--- config.mk ---
export PLATFORM = sky130hd
export DESIGN_NAME = sifh_top
export DESIGN_NICKNAME = d
export VERILOG_FILES = /design/src/common/hist_pkg.sv /design/src/common/peak_pkg.sv /design/src/hdl/acq_controller.sv /design/src/histogram/hist_builder.sv /design/src/peak/peak_finder.sv /design/src/hdl/hist_mem_arbiter.sv /design/src/hdl/sifh_top.sv
export VERILOG_INCLUDE_DIRS = /design/src /design/src/common
export SDC_FILE = /design/constraint.sdc
export NUM_CORES = 1
export LEC_CHECK = 0
export ABC_CLOCK_PERIOD_IN_PS = 5900
export BUFFER_PORTS_ARGS = -buffer_cell sky130_fd_sc_hd__clkbuf_2
export CAP_MARGIN = 10
export CORE_UTILIZATION = 41
export DETAILED_ROUTE_END_ITERATION = 10
export GPL_ROUTABILITY_DRIVEN = 0
export PLACE_DENSITY = 0.59
export SYNTH_ARGS = -nofsm -noshare
export SYNTH_HDL_FRONTEND = slang
export SYNTH_HIERARCHICAL = 1
export SYNTH_SLANG_ARGS = --single-unit
--- constraint.sdc ---
create_clock -name clk -period 5.9 [get_ports clk]
set_clock_uncertainty 0.2 [all_clocks]
set_input_delay 1.18 -clock clk [delete_from_list [all_inputs] [get_ports clk]]
set_output_delay 1.18 -clock clk [all_outputs]
set_load 0.005 [all_outputs]
--- src/common/sifh_defs.svh ---
`ifndef SIFH_DEFS_SVH
`define SIFH_DEFS_SVH

// Histogram geometry.
`define BIN_NUM 16
`define BIN_W 4

// Sensor geometry.
`define PIXEL_NUM 4
`define PIXEL_W 2

// Strobes per pixel in one frame.
`define DATA_NUM 2

// Frames per acquisition.
`define ACQ_NUM 8

// Counts saturate here.
`define PEAK_MAX 7
`define CNT_W 3

// Address is {pixel, bin}.
`define ADDR_W 6

`endif

--- src/common/hist_pkg.sv ---
`include "sifh_defs.svh"

package hist_pkg;

    // One histogram count.
    typedef logic [`CNT_W-1:0] count_t;

    // Read request to the histogram memory.
    typedef struct packed {
        logic              en;
        logic [`ADDR_W-1:0] addr;
    } mem_rd_req_t;

    // Write request to the histogram memory.
    typedef struct packed {
        logic              en;
        logic [`ADDR_W-1:0] addr;
        count_t            data;
    } mem_wr_req_t;

endpackage

--- src/common/peak_pkg.sv ---
`include "sifh_defs.svh"

package peak_pkg;

    // Acquisition phases, in the order the controller steps through them.
    typedef enum logic [1:0] {
        phase_idle  = 2'b00,
        phase_build = 2'b01,
        phase_find  = 2'b10,
        phase_wait  = 2'b11
    } acq_phase_t;

    // Peak bin of every pixel, pixel 0 in the low bits.
    typedef logic [`PIXEL_NUM-1:0][`BIN_W-1:0] peak_result_t;

endpackage

--- src/hdl/acq_controller.sv ---
`timescale 1ns/1ps
`include "sifh_defs.svh"

module acq_controller (
    input  logic                   clk,
    input  logic                   res,
    input  logic                   wr_en,
    input  logic                   find_done,
    output logic                   hist_strobe,
    output logic [`PIXEL_W-1:0]    pixel,
    output logic                   find_start,
    output peak_pkg::acq_phase_t   phase
);

    localparam int data_w  = $clog2(`DATA_NUM);
    localparam int frame_w = $clog2(`ACQ_NUM);

    logic [data_w-1:0]   data_cnt;
    logic [`PIXEL_W-1:0] pixel_cnt;
    logic [frame_w-1:0]  frame_cnt;
    logic                last_data;
    logic                last_pixel;
    logic                last_frame;
    logic                last_strobe;
    peak_pkg::acq_phase_t phase_next;

    // Strobes only count while idle or building.
    assign hist_strobe = wr_en &&
        (phase == peak_pkg::phase_idle || phase == peak_pkg::phase_build);

    assign last_data   = data_cnt == data_w'(`DATA_NUM - 1);
    assign last_pixel  = pixel_cnt == `PIXEL_W'(`PIXEL_NUM - 1);
    assign last_frame  = frame_cnt == frame_w'(`ACQ_NUM - 1);
    assign last_strobe = hist_strobe && last_data && last_pixel && last_frame;

    assign pixel = pixel_cnt;

    // Nested counters wrap back to zero after the last strobe.
    always_ff @(posedge clk or negedge res) begin
        if (!res) begin
            data_cnt  <= '0;
            pixel_cnt <= '0;
            frame_cnt <= '0;
        end else if (hist_strobe) begin
            if (last_data) begin
                data_cnt <= '0;
                if (last_pixel) begin
                    pixel_cnt <= '0;
                    if (last_frame)
                        frame_cnt <= '0;
                    else
                        frame_cnt <= frame_cnt + 1'b1;
                end else begin
                    pixel_cnt <= pixel_cnt + 1'b1;
                end
            end else begin
                data_cnt <= data_cnt + 1'b1;
            end
        end
    end

    always_comb begin
        phase_next = phase;
        case (phase)
            peak_pkg::phase_idle,
            peak_pkg::phase_build: begin
                if (last_strobe)
                    phase_next = peak_pkg::phase_find;
                else if (hist_strobe)
                    phase_next = peak_pkg::phase_build;
            end
            peak_pkg::phase_find: begin
                if (find_done)
                    phase_next = peak_pkg::phase_wait;
            end
            default: begin
                phase_next = peak_pkg::phase_idle;
            end
        endcase
    end

    always_ff @(posedge clk or negedge res) begin
        if (!res) begin
            phase      <= peak_pkg::phase_idle;
            find_start <= 1'b0;
        end else begin
            phase      <= phase_next;
            find_start <= last_strobe;
        end
    end

endmodule

--- src/histogram/hist_builder.sv ---
`timescale 1ns/1ps
`include "sifh_defs.svh"

module hist_builder (
    input  logic                  clk,
    input  logic                  res,
    input  logic                  strobe,
    input  logic [`PIXEL_W-1:0]   pixel,
    input  logic [`BIN_W-1:0]     bin,
    input  hist_pkg::count_t      rd_data,
    output hist_pkg::mem_rd_req_t rd_req,
    output hist_pkg::mem_wr_req_t wr_req
);

    localparam hist_pkg::count_t peak_max = `CNT_W'(`PEAK_MAX);

    logic                 s1_valid;
    logic [`ADDR_W-1:0]   s1_addr;
    logic                 prev_wr;
    logic [`ADDR_W-1:0]   prev_addr;
    hist_pkg::count_t     prev_cnt;
    logic                 fwd;
    hist_pkg::count_t     base_cnt;
    hist_pkg::count_t     next_cnt;

    // Stage 1 reads the bin of the incoming strobe.
    assign rd_req.en   = strobe;
    assign rd_req.addr = {pixel, bin};

    // The write from the previous cycle is not yet in the read data.
    assign fwd      = prev_wr && (prev_addr == s1_addr);
    assign base_cnt = fwd ? prev_cnt : rd_data;
    assign next_cnt = (base_cnt == peak_max) ? base_cnt : base_cnt + 1'b1;

    // Stage 2 writes the incremented count back.
    assign wr_req.en   = s1_valid;
    assign wr_req.addr = s1_addr;
    assign wr_req.data = next_cnt;

    always_ff @(posedge clk or negedge res) begin
        if (!res) begin
            s1_valid <= 1'b0;
            prev_wr  <= 1'b0;
        end else begin
            s1_valid <= strobe;
            prev_wr  <= s1_valid;
        end
    end

    // Address and count payload.
    always_ff @(posedge clk) begin
        if (strobe)
            s1_addr <= {pixel, bin};
        if (s1_valid) begin
            prev_addr <= s1_addr;
            prev_cnt  <= next_cnt;
        end
    end

endmodule

--- src/peak/peak_finder.sv ---
`timescale 1ns/1ps
`include "sifh_defs.svh"

module peak_finder (
    input  logic                   clk,
    input  logic                   res,
    input  logic                   find_start,
    input  peak_pkg::acq_phase_t   phase,
    input  logic                   rd_grant,
    input  logic                   wr_grant,
    input  hist_pkg::count_t       rd_data,
    output hist_pkg::mem_rd_req_t  rd_req,
    output hist_pkg::mem_wr_req_t  wr_req,
    output logic                   find_done,
    output peak_pkg::peak_result_t result,
    output logic                   result_valid,
    output logic                   busy
);

    localparam logic [`ADDR_W-1:0] last_addr = '1;
    localparam logic [`BIN_W-1:0]  last_bin  = `BIN_W'(`BIN_NUM - 1);

    logic                   running;
    logic [`ADDR_W-1:0]     rd_addr;
    logic                   stall;
    logic                   issue;
    logic                   s1_valid;
    logic [`ADDR_W-1:0]     s1_addr;
    logic                   s2_valid;
    logic [`ADDR_W-1:0]     s2_addr;
    logic                   last_wr;
    logic                   done_q;
    logic [`BIN_W-1:0]      s1_bin;
    logic [`PIXEL_W-1:0]    s1_pixel;
    logic                   take;
    hist_pkg::count_t       max_cnt;
    logic [`BIN_W-1:0]      max_bin;
    peak_pkg::peak_result_t peaks;

    assign busy = phase != peak_pkg::phase_idle;

    // A refused zero write freezes the whole scan.
    assign stall = s2_valid && !wr_grant;
    assign issue = rd_req.en && rd_grant;

    assign rd_req.en   = running && !stall;
    assign rd_req.addr = rd_addr;

    assign wr_req.en   = s2_valid;
    assign wr_req.addr = s2_addr;
    assign wr_req.data = '0;

    assign s1_bin   = s1_addr[`BIN_W-1:0];
    assign s1_pixel = s1_addr[`ADDR_W-1:`BIN_W];
    // Strictly greater, so the lowest bin keeps a tie.
    assign take     = (s1_bin == '0) || (rd_data > max_cnt);

    // The last zero write ends the scan, all peaks are known by then.
    assign last_wr = s2_valid && wr_grant && (s2_addr == last_addr);

    assign find_done    = done_q;
    assign result_valid = done_q;

    always_ff @(posedge clk or negedge res) begin
        if (!res) begin
            running  <= 1'b0;
            rd_addr  <= '0;
            s1_valid <= 1'b0;
            s2_valid <= 1'b0;
            done_q   <= 1'b0;
            result   <= '0;
        end else begin
            if (find_start) begin
                running <= 1'b1;
                rd_addr <= '0;
            end else if (issue) begin
                rd_addr <= rd_addr + 1'b1;
                if (rd_addr == last_addr)
                    running <= 1'b0;
            end
            if (!stall) begin
                s1_valid <= issue;
                s2_valid <= s1_valid;
            end
            done_q <= last_wr;
            if (last_wr)
                result <= peaks;
        end
    end

    // Scan payload.
    always_ff @(posedge clk) begin
        if (!stall) begin
            s1_addr <= rd_addr;
            s2_addr <= s1_addr;
            if (s1_valid) begin
                if (take) begin
                    max_cnt <= rd_data;
                    max_bin <= s1_bin;
                end
                if (s1_bin == last_bin)
                    peaks[s1_pixel] <= take ? s1_bin : max_bin;
            end
        end
    end

endmodule

--- src/hdl/hist_mem_arbiter.sv ---
`timescale 1ns/1ps
`include "sifh_defs.svh"

module hist_mem_arbiter (
    input  logic                  clk,
    input  logic                  res,
    input  hist_pkg::mem_rd_req_t rd_req0,
    input  hist_pkg::mem_wr_req_t wr_req0,
    input  hist_pkg::mem_rd_req_t rd_req1,
    input  hist_pkg::mem_wr_req_t wr_req1,
    output logic                  rd_grant1,
    output logic                  wr_grant1,
    output hist_pkg::count_t      rd_data
);

    localparam int depth = `BIN_NUM * `PIXEL_NUM;

    hist_pkg::count_t      mem [depth];
    hist_pkg::mem_rd_req_t rd_sel;
    hist_pkg::mem_wr_req_t wr_sel;

    // Requester 0 always wins its port.
    assign rd_grant1 = rd_req1.en && !rd_req0.en;
    assign wr_grant1 = wr_req1.en && !wr_req0.en;

    assign rd_sel = rd_req0.en ? rd_req0 : rd_req1;
    assign wr_sel = wr_req0.en ? wr_req0 : wr_req1;

    // Read data is held while nobody reads.
    always_ff @(posedge clk or negedge res) begin
        if (!res) begin
            rd_data <= '0;
        end else if (rd_sel.en) begin
            rd_data <= mem[rd_sel.addr];
        end
    end

    // Reads see the value from before a write in the same cycle.
    always_ff @(posedge clk or negedge res) begin
        if (!res) begin
            for (int i = 0; i < depth; i++) begin
                mem[i] <= '0;
            end
        end else if (wr_sel.en) begin
            mem[wr_sel.addr] <= wr_sel.data;
        end
    end

endmodule

--- src/hdl/sifh_top.sv ---
`timescale 1ns/1ps
`include "sifh_defs.svh"

module sifh_top (
    input  logic                   clk,
    input  logic                   res,
    input  logic                   wr_en,
    input  logic [`BIN_W-1:0]      data,
    output peak_pkg::peak_result_t result,
    output logic                   result_valid,
    output logic                   busy
);

    logic                  hist_strobe;
    logic [`PIXEL_W-1:0]   pixel;
    logic                  find_start;
    logic                  find_done;
    peak_pkg::acq_phase_t  phase;
    hist_pkg::mem_rd_req_t bld_rd_req;
    hist_pkg::mem_wr_req_t bld_wr_req;
    hist_pkg::mem_rd_req_t fnd_rd_req;
    hist_pkg::mem_wr_req_t fnd_wr_req;
    logic                  fnd_rd_grant;
    logic                  fnd_wr_grant;
    hist_pkg::count_t      rd_data;

    acq_controller u_ctrl (
        .clk(clk), .res(res), .wr_en(wr_en), .find_done(find_done),
        .hist_strobe(hist_strobe), .pixel(pixel), .find_start(find_start), .phase(phase)
    );

    hist_builder u_builder (
        .clk(clk), .res(res), .strobe(hist_strobe), .pixel(pixel), .bin(data),
        .rd_data(rd_data), .rd_req(bld_rd_req), .wr_req(bld_wr_req)
    );

    peak_finder u_finder (
        .clk(clk), .res(res), .find_start(find_start), .phase(phase),
        .rd_grant(fnd_rd_grant), .wr_grant(fnd_wr_grant), .rd_data(rd_data),
        .rd_req(fnd_rd_req), .wr_req(fnd_wr_req), .find_done(find_done),
        .result(result), .result_valid(result_valid), .busy(busy)
    );

    hist_mem_arbiter u_arb (
        .clk(clk), .res(res), .rd_req0(bld_rd_req), .wr_req0(bld_wr_req),
        .rd_req1(fnd_rd_req), .wr_req1(fnd_wr_req), .rd_grant1(fnd_rd_grant),
        .wr_grant1(fnd_wr_grant), .rd_data(rd_data)
    );

endmodule

==> reports/metrics.yaml <==
routing:
  dr.pass1.iters: 6
  dr.first_iter.drc_count: 971
  routed_via_density: 5.69
  wire_per_inst_um: 20.1
  drc_errors: 0
  ant_nets: 0
  vias: 10300
  routed_wl_mm: 36.2
layout:
  multiInputGateArea_um2: 5540
  layout_commonest_cell: "dfrtp_1"
  n_antenna_cell: 0
  syn2layout_area_growth_pct: 10.9
  post-route-util_pct: 46.5
  final_area_um2: 14800
  finish.net_count: 1393
  layout_common_cells: "232 x dfrtp_1, 217 x nand2_1, 182 x nor2_1"
  register_area_um2: 7310
  fillers: 3023
  drive_gt1_share_pct: 10.1
clocking:
  ctsHoldBuffers: 0
  cts_buffers: 31
  cts_root_buf: "clkbuf_16"
  cts.sinks: 282
  htreeDepth: 1
  clk_transition_reported_paths_ns: 0.06
  cts_resized: 0
  cts_tree: "yes"
  cts_setup_buffers: 0
  clk-insertion-delay-late_ns: 0.57
  clk_path_buf_depth: 3
floorplan:
  die_x_um: 182
  start_util_pct: 42.0
  core_um2: 31700
  rows: 65
  ios: 25
  die_height_um: 182
  die-area_um2: 33200
critical_path:
  r2r_cells: 11
  r2r_start: "u_builder/s1_addr[5]"
  crit_type: "in -> reg"
  r2r_end: "u_arb/mem[85]"
  cp.arrival_ns: 4.31
  crit_path_start_kind: "primary input"
  ff2ff_setup_slack_ns: 2.02
  cp-endpoint: "u_arb/rd_data[2]"
  cp_max_fo: 31
  crit_start: "wr_en"
  required_ns: 6.19
  end_kind: "register"
logic_synthesis:
  synth_ff_type: "dfrtp_1"
  yosysWarnings: 6
  yosysUniqueCellTypes: 86
  syn-cell-area_um2: 13300
  synth_edf_count: 50
  avgSynthCellArea_um2: 9.64
  yosys.area.top_type: "dfrtp_1"
  yosysSeqAreaShare_pct: 54.9
  async_flop_share_pct: 82.3
  synth_cells: 1380
  synth_top_area_share_pct: 43.6
  ys_ff_latch: 282
  synthTopCellsByArea: "dfrtp_1 44%, edfxtp_1 11%, nand2_1 6.1%, o21ai_0 6.1%, nor2_1 5.1%"
worst_hold_path:
  min_from: "u_finder/peaks[11]"
  min_path_type: "reg -> reg"
sta:
  relSlewSlack_pct: 16.3
  max_freq_mhz: 249
  maxSlewViolCount: 0
  setup_viol: 0
  hold_viol: 0
  tns_ns: 0
  min_period_over_period_pct: 68.0
  rsz0062_at_grt: "false"
  worst_pin_slew_ns: 1.23
  period_minus_slack_ns: 4.01
pwr:
  leakage_nw: 6.00
  p_total_mw: 5.79
  p_per_area_nw_per_um2: 392
  peakVddDrop_uv: 227
placed_design:
  hpwl_mm: 24.2
  placement.io_buffers: 24
  placed_area_um2: 13700
global_routing:
  grt-ovfl-total: 0
  grt_pass1_vias: 9793
  track_usage_pct: 22.2
  grt_max_degree: 119
  antenna_found_initial: 0
  grt_pass1_wl_mm: 57.2
flow_run:
  cap_violations: 0
outcome:
  status: "completed"
## cell usage after synthesis, types with 12 or more instances
cell	number
inv_1	27
mux2_2	12
buf_4	20
nand2b_1	23
dfrtp_1	232
nor2_1	182
nand2_1	217
buf_2	15
nor3_1	26
clkbuf_1	31
a31oi_1	12
a211oi_1	18
a21oi_1	123
o21ai_0	162
edfxtp_1	50
## metrics by stage
stage,hold slack [ns],setup slack [ns],cells
2_1_floorplan,0.239,2.38,1382
3_3_place_gp,0.243,1.43,1746
3_5_place_dp,0.256,1.35,1747
4_1_cts,0.270,1.95,1804
5_1_grt,0.285,1.70,1804
6_report,0.266,1.89,1804
## where the power goes
part / internal [mW] / switching (mW)
logic: 0.459 / 0.792
clock network: 1.15 / 0.785
registers: 2.34 / 0.271
## area by class of cell
class                           count  area share [%]
Timing Repair Buffer               39            1.87
Clock buffer                       44            6.13
Tap cell                          402            3.41
Sequential cell                   282            49.5
Clock inverter                     13           0.822
Multi-Input combinational cell    996            37.5
Inverter                           28           0.729
## worst max-delay path, cell delays in order
cell and delay [ns]:
clkbuf_2 0.15, and2b_2 0.57, nand3b_1 0.25, and2_1 0.91, o21ai_0 0.17, or4_1 0.50, a21oi_1 0.18, and4b_1 0.25
o22ai_1 0.13
## flip-flops by register name, summed over array words and instances, names as in the netlist, 4 cells and up
signal / count
u_builder/prev_addr: 6
u_finder/result: 16
u_builder/s1_addr: 6
u_finder/s1_addr: 6
u_finder/max_bin: 4
u_finder/rd_addr: 6
u_finder/peaks: 16
u_arb/mem: 192
u_finder/s2_addr: 6
## worst min path at each step
stage	end	depth (start not counted)
floorplan	u_finder/result[11]	1
global placement	u_finder/result[11]	1
detailed placement	u_finder/result[11]	1
CTS	u_finder/result[11]	1
global route	u_finder/result[11]	1
finish	u_finder/result[11]	1
## kinds of logic (layout without fill, tap and decap cells)
family / count (synthesis) / after routing / synth area share [%]
compound gates: 409 / 409 / 18.4
mux: 40 / 40 / 3.44
fa+ha+maj: 8 / 8 / 0.752
flops: 282 / 282 / 54.9
other cells: 1 / 3 / 0.0282
simple gates: 522 / 522 / 17.6
xor+xnor: 14 / 14 / 0.921
buf+inv: 104 / 124 / 3.94
## metal layers
metal,up-vias,global-route usage (%),wire (um),share of wire (%)
met5,-,0,0,0
met4,0,8.71,1430,3.9
met3,89,3.45,2370,6.6
met2,340,34.1,16100,44
met1,4962,31.4,16300,45
li1,4873,-,-,-
Power figures use the tool's default switching activity.
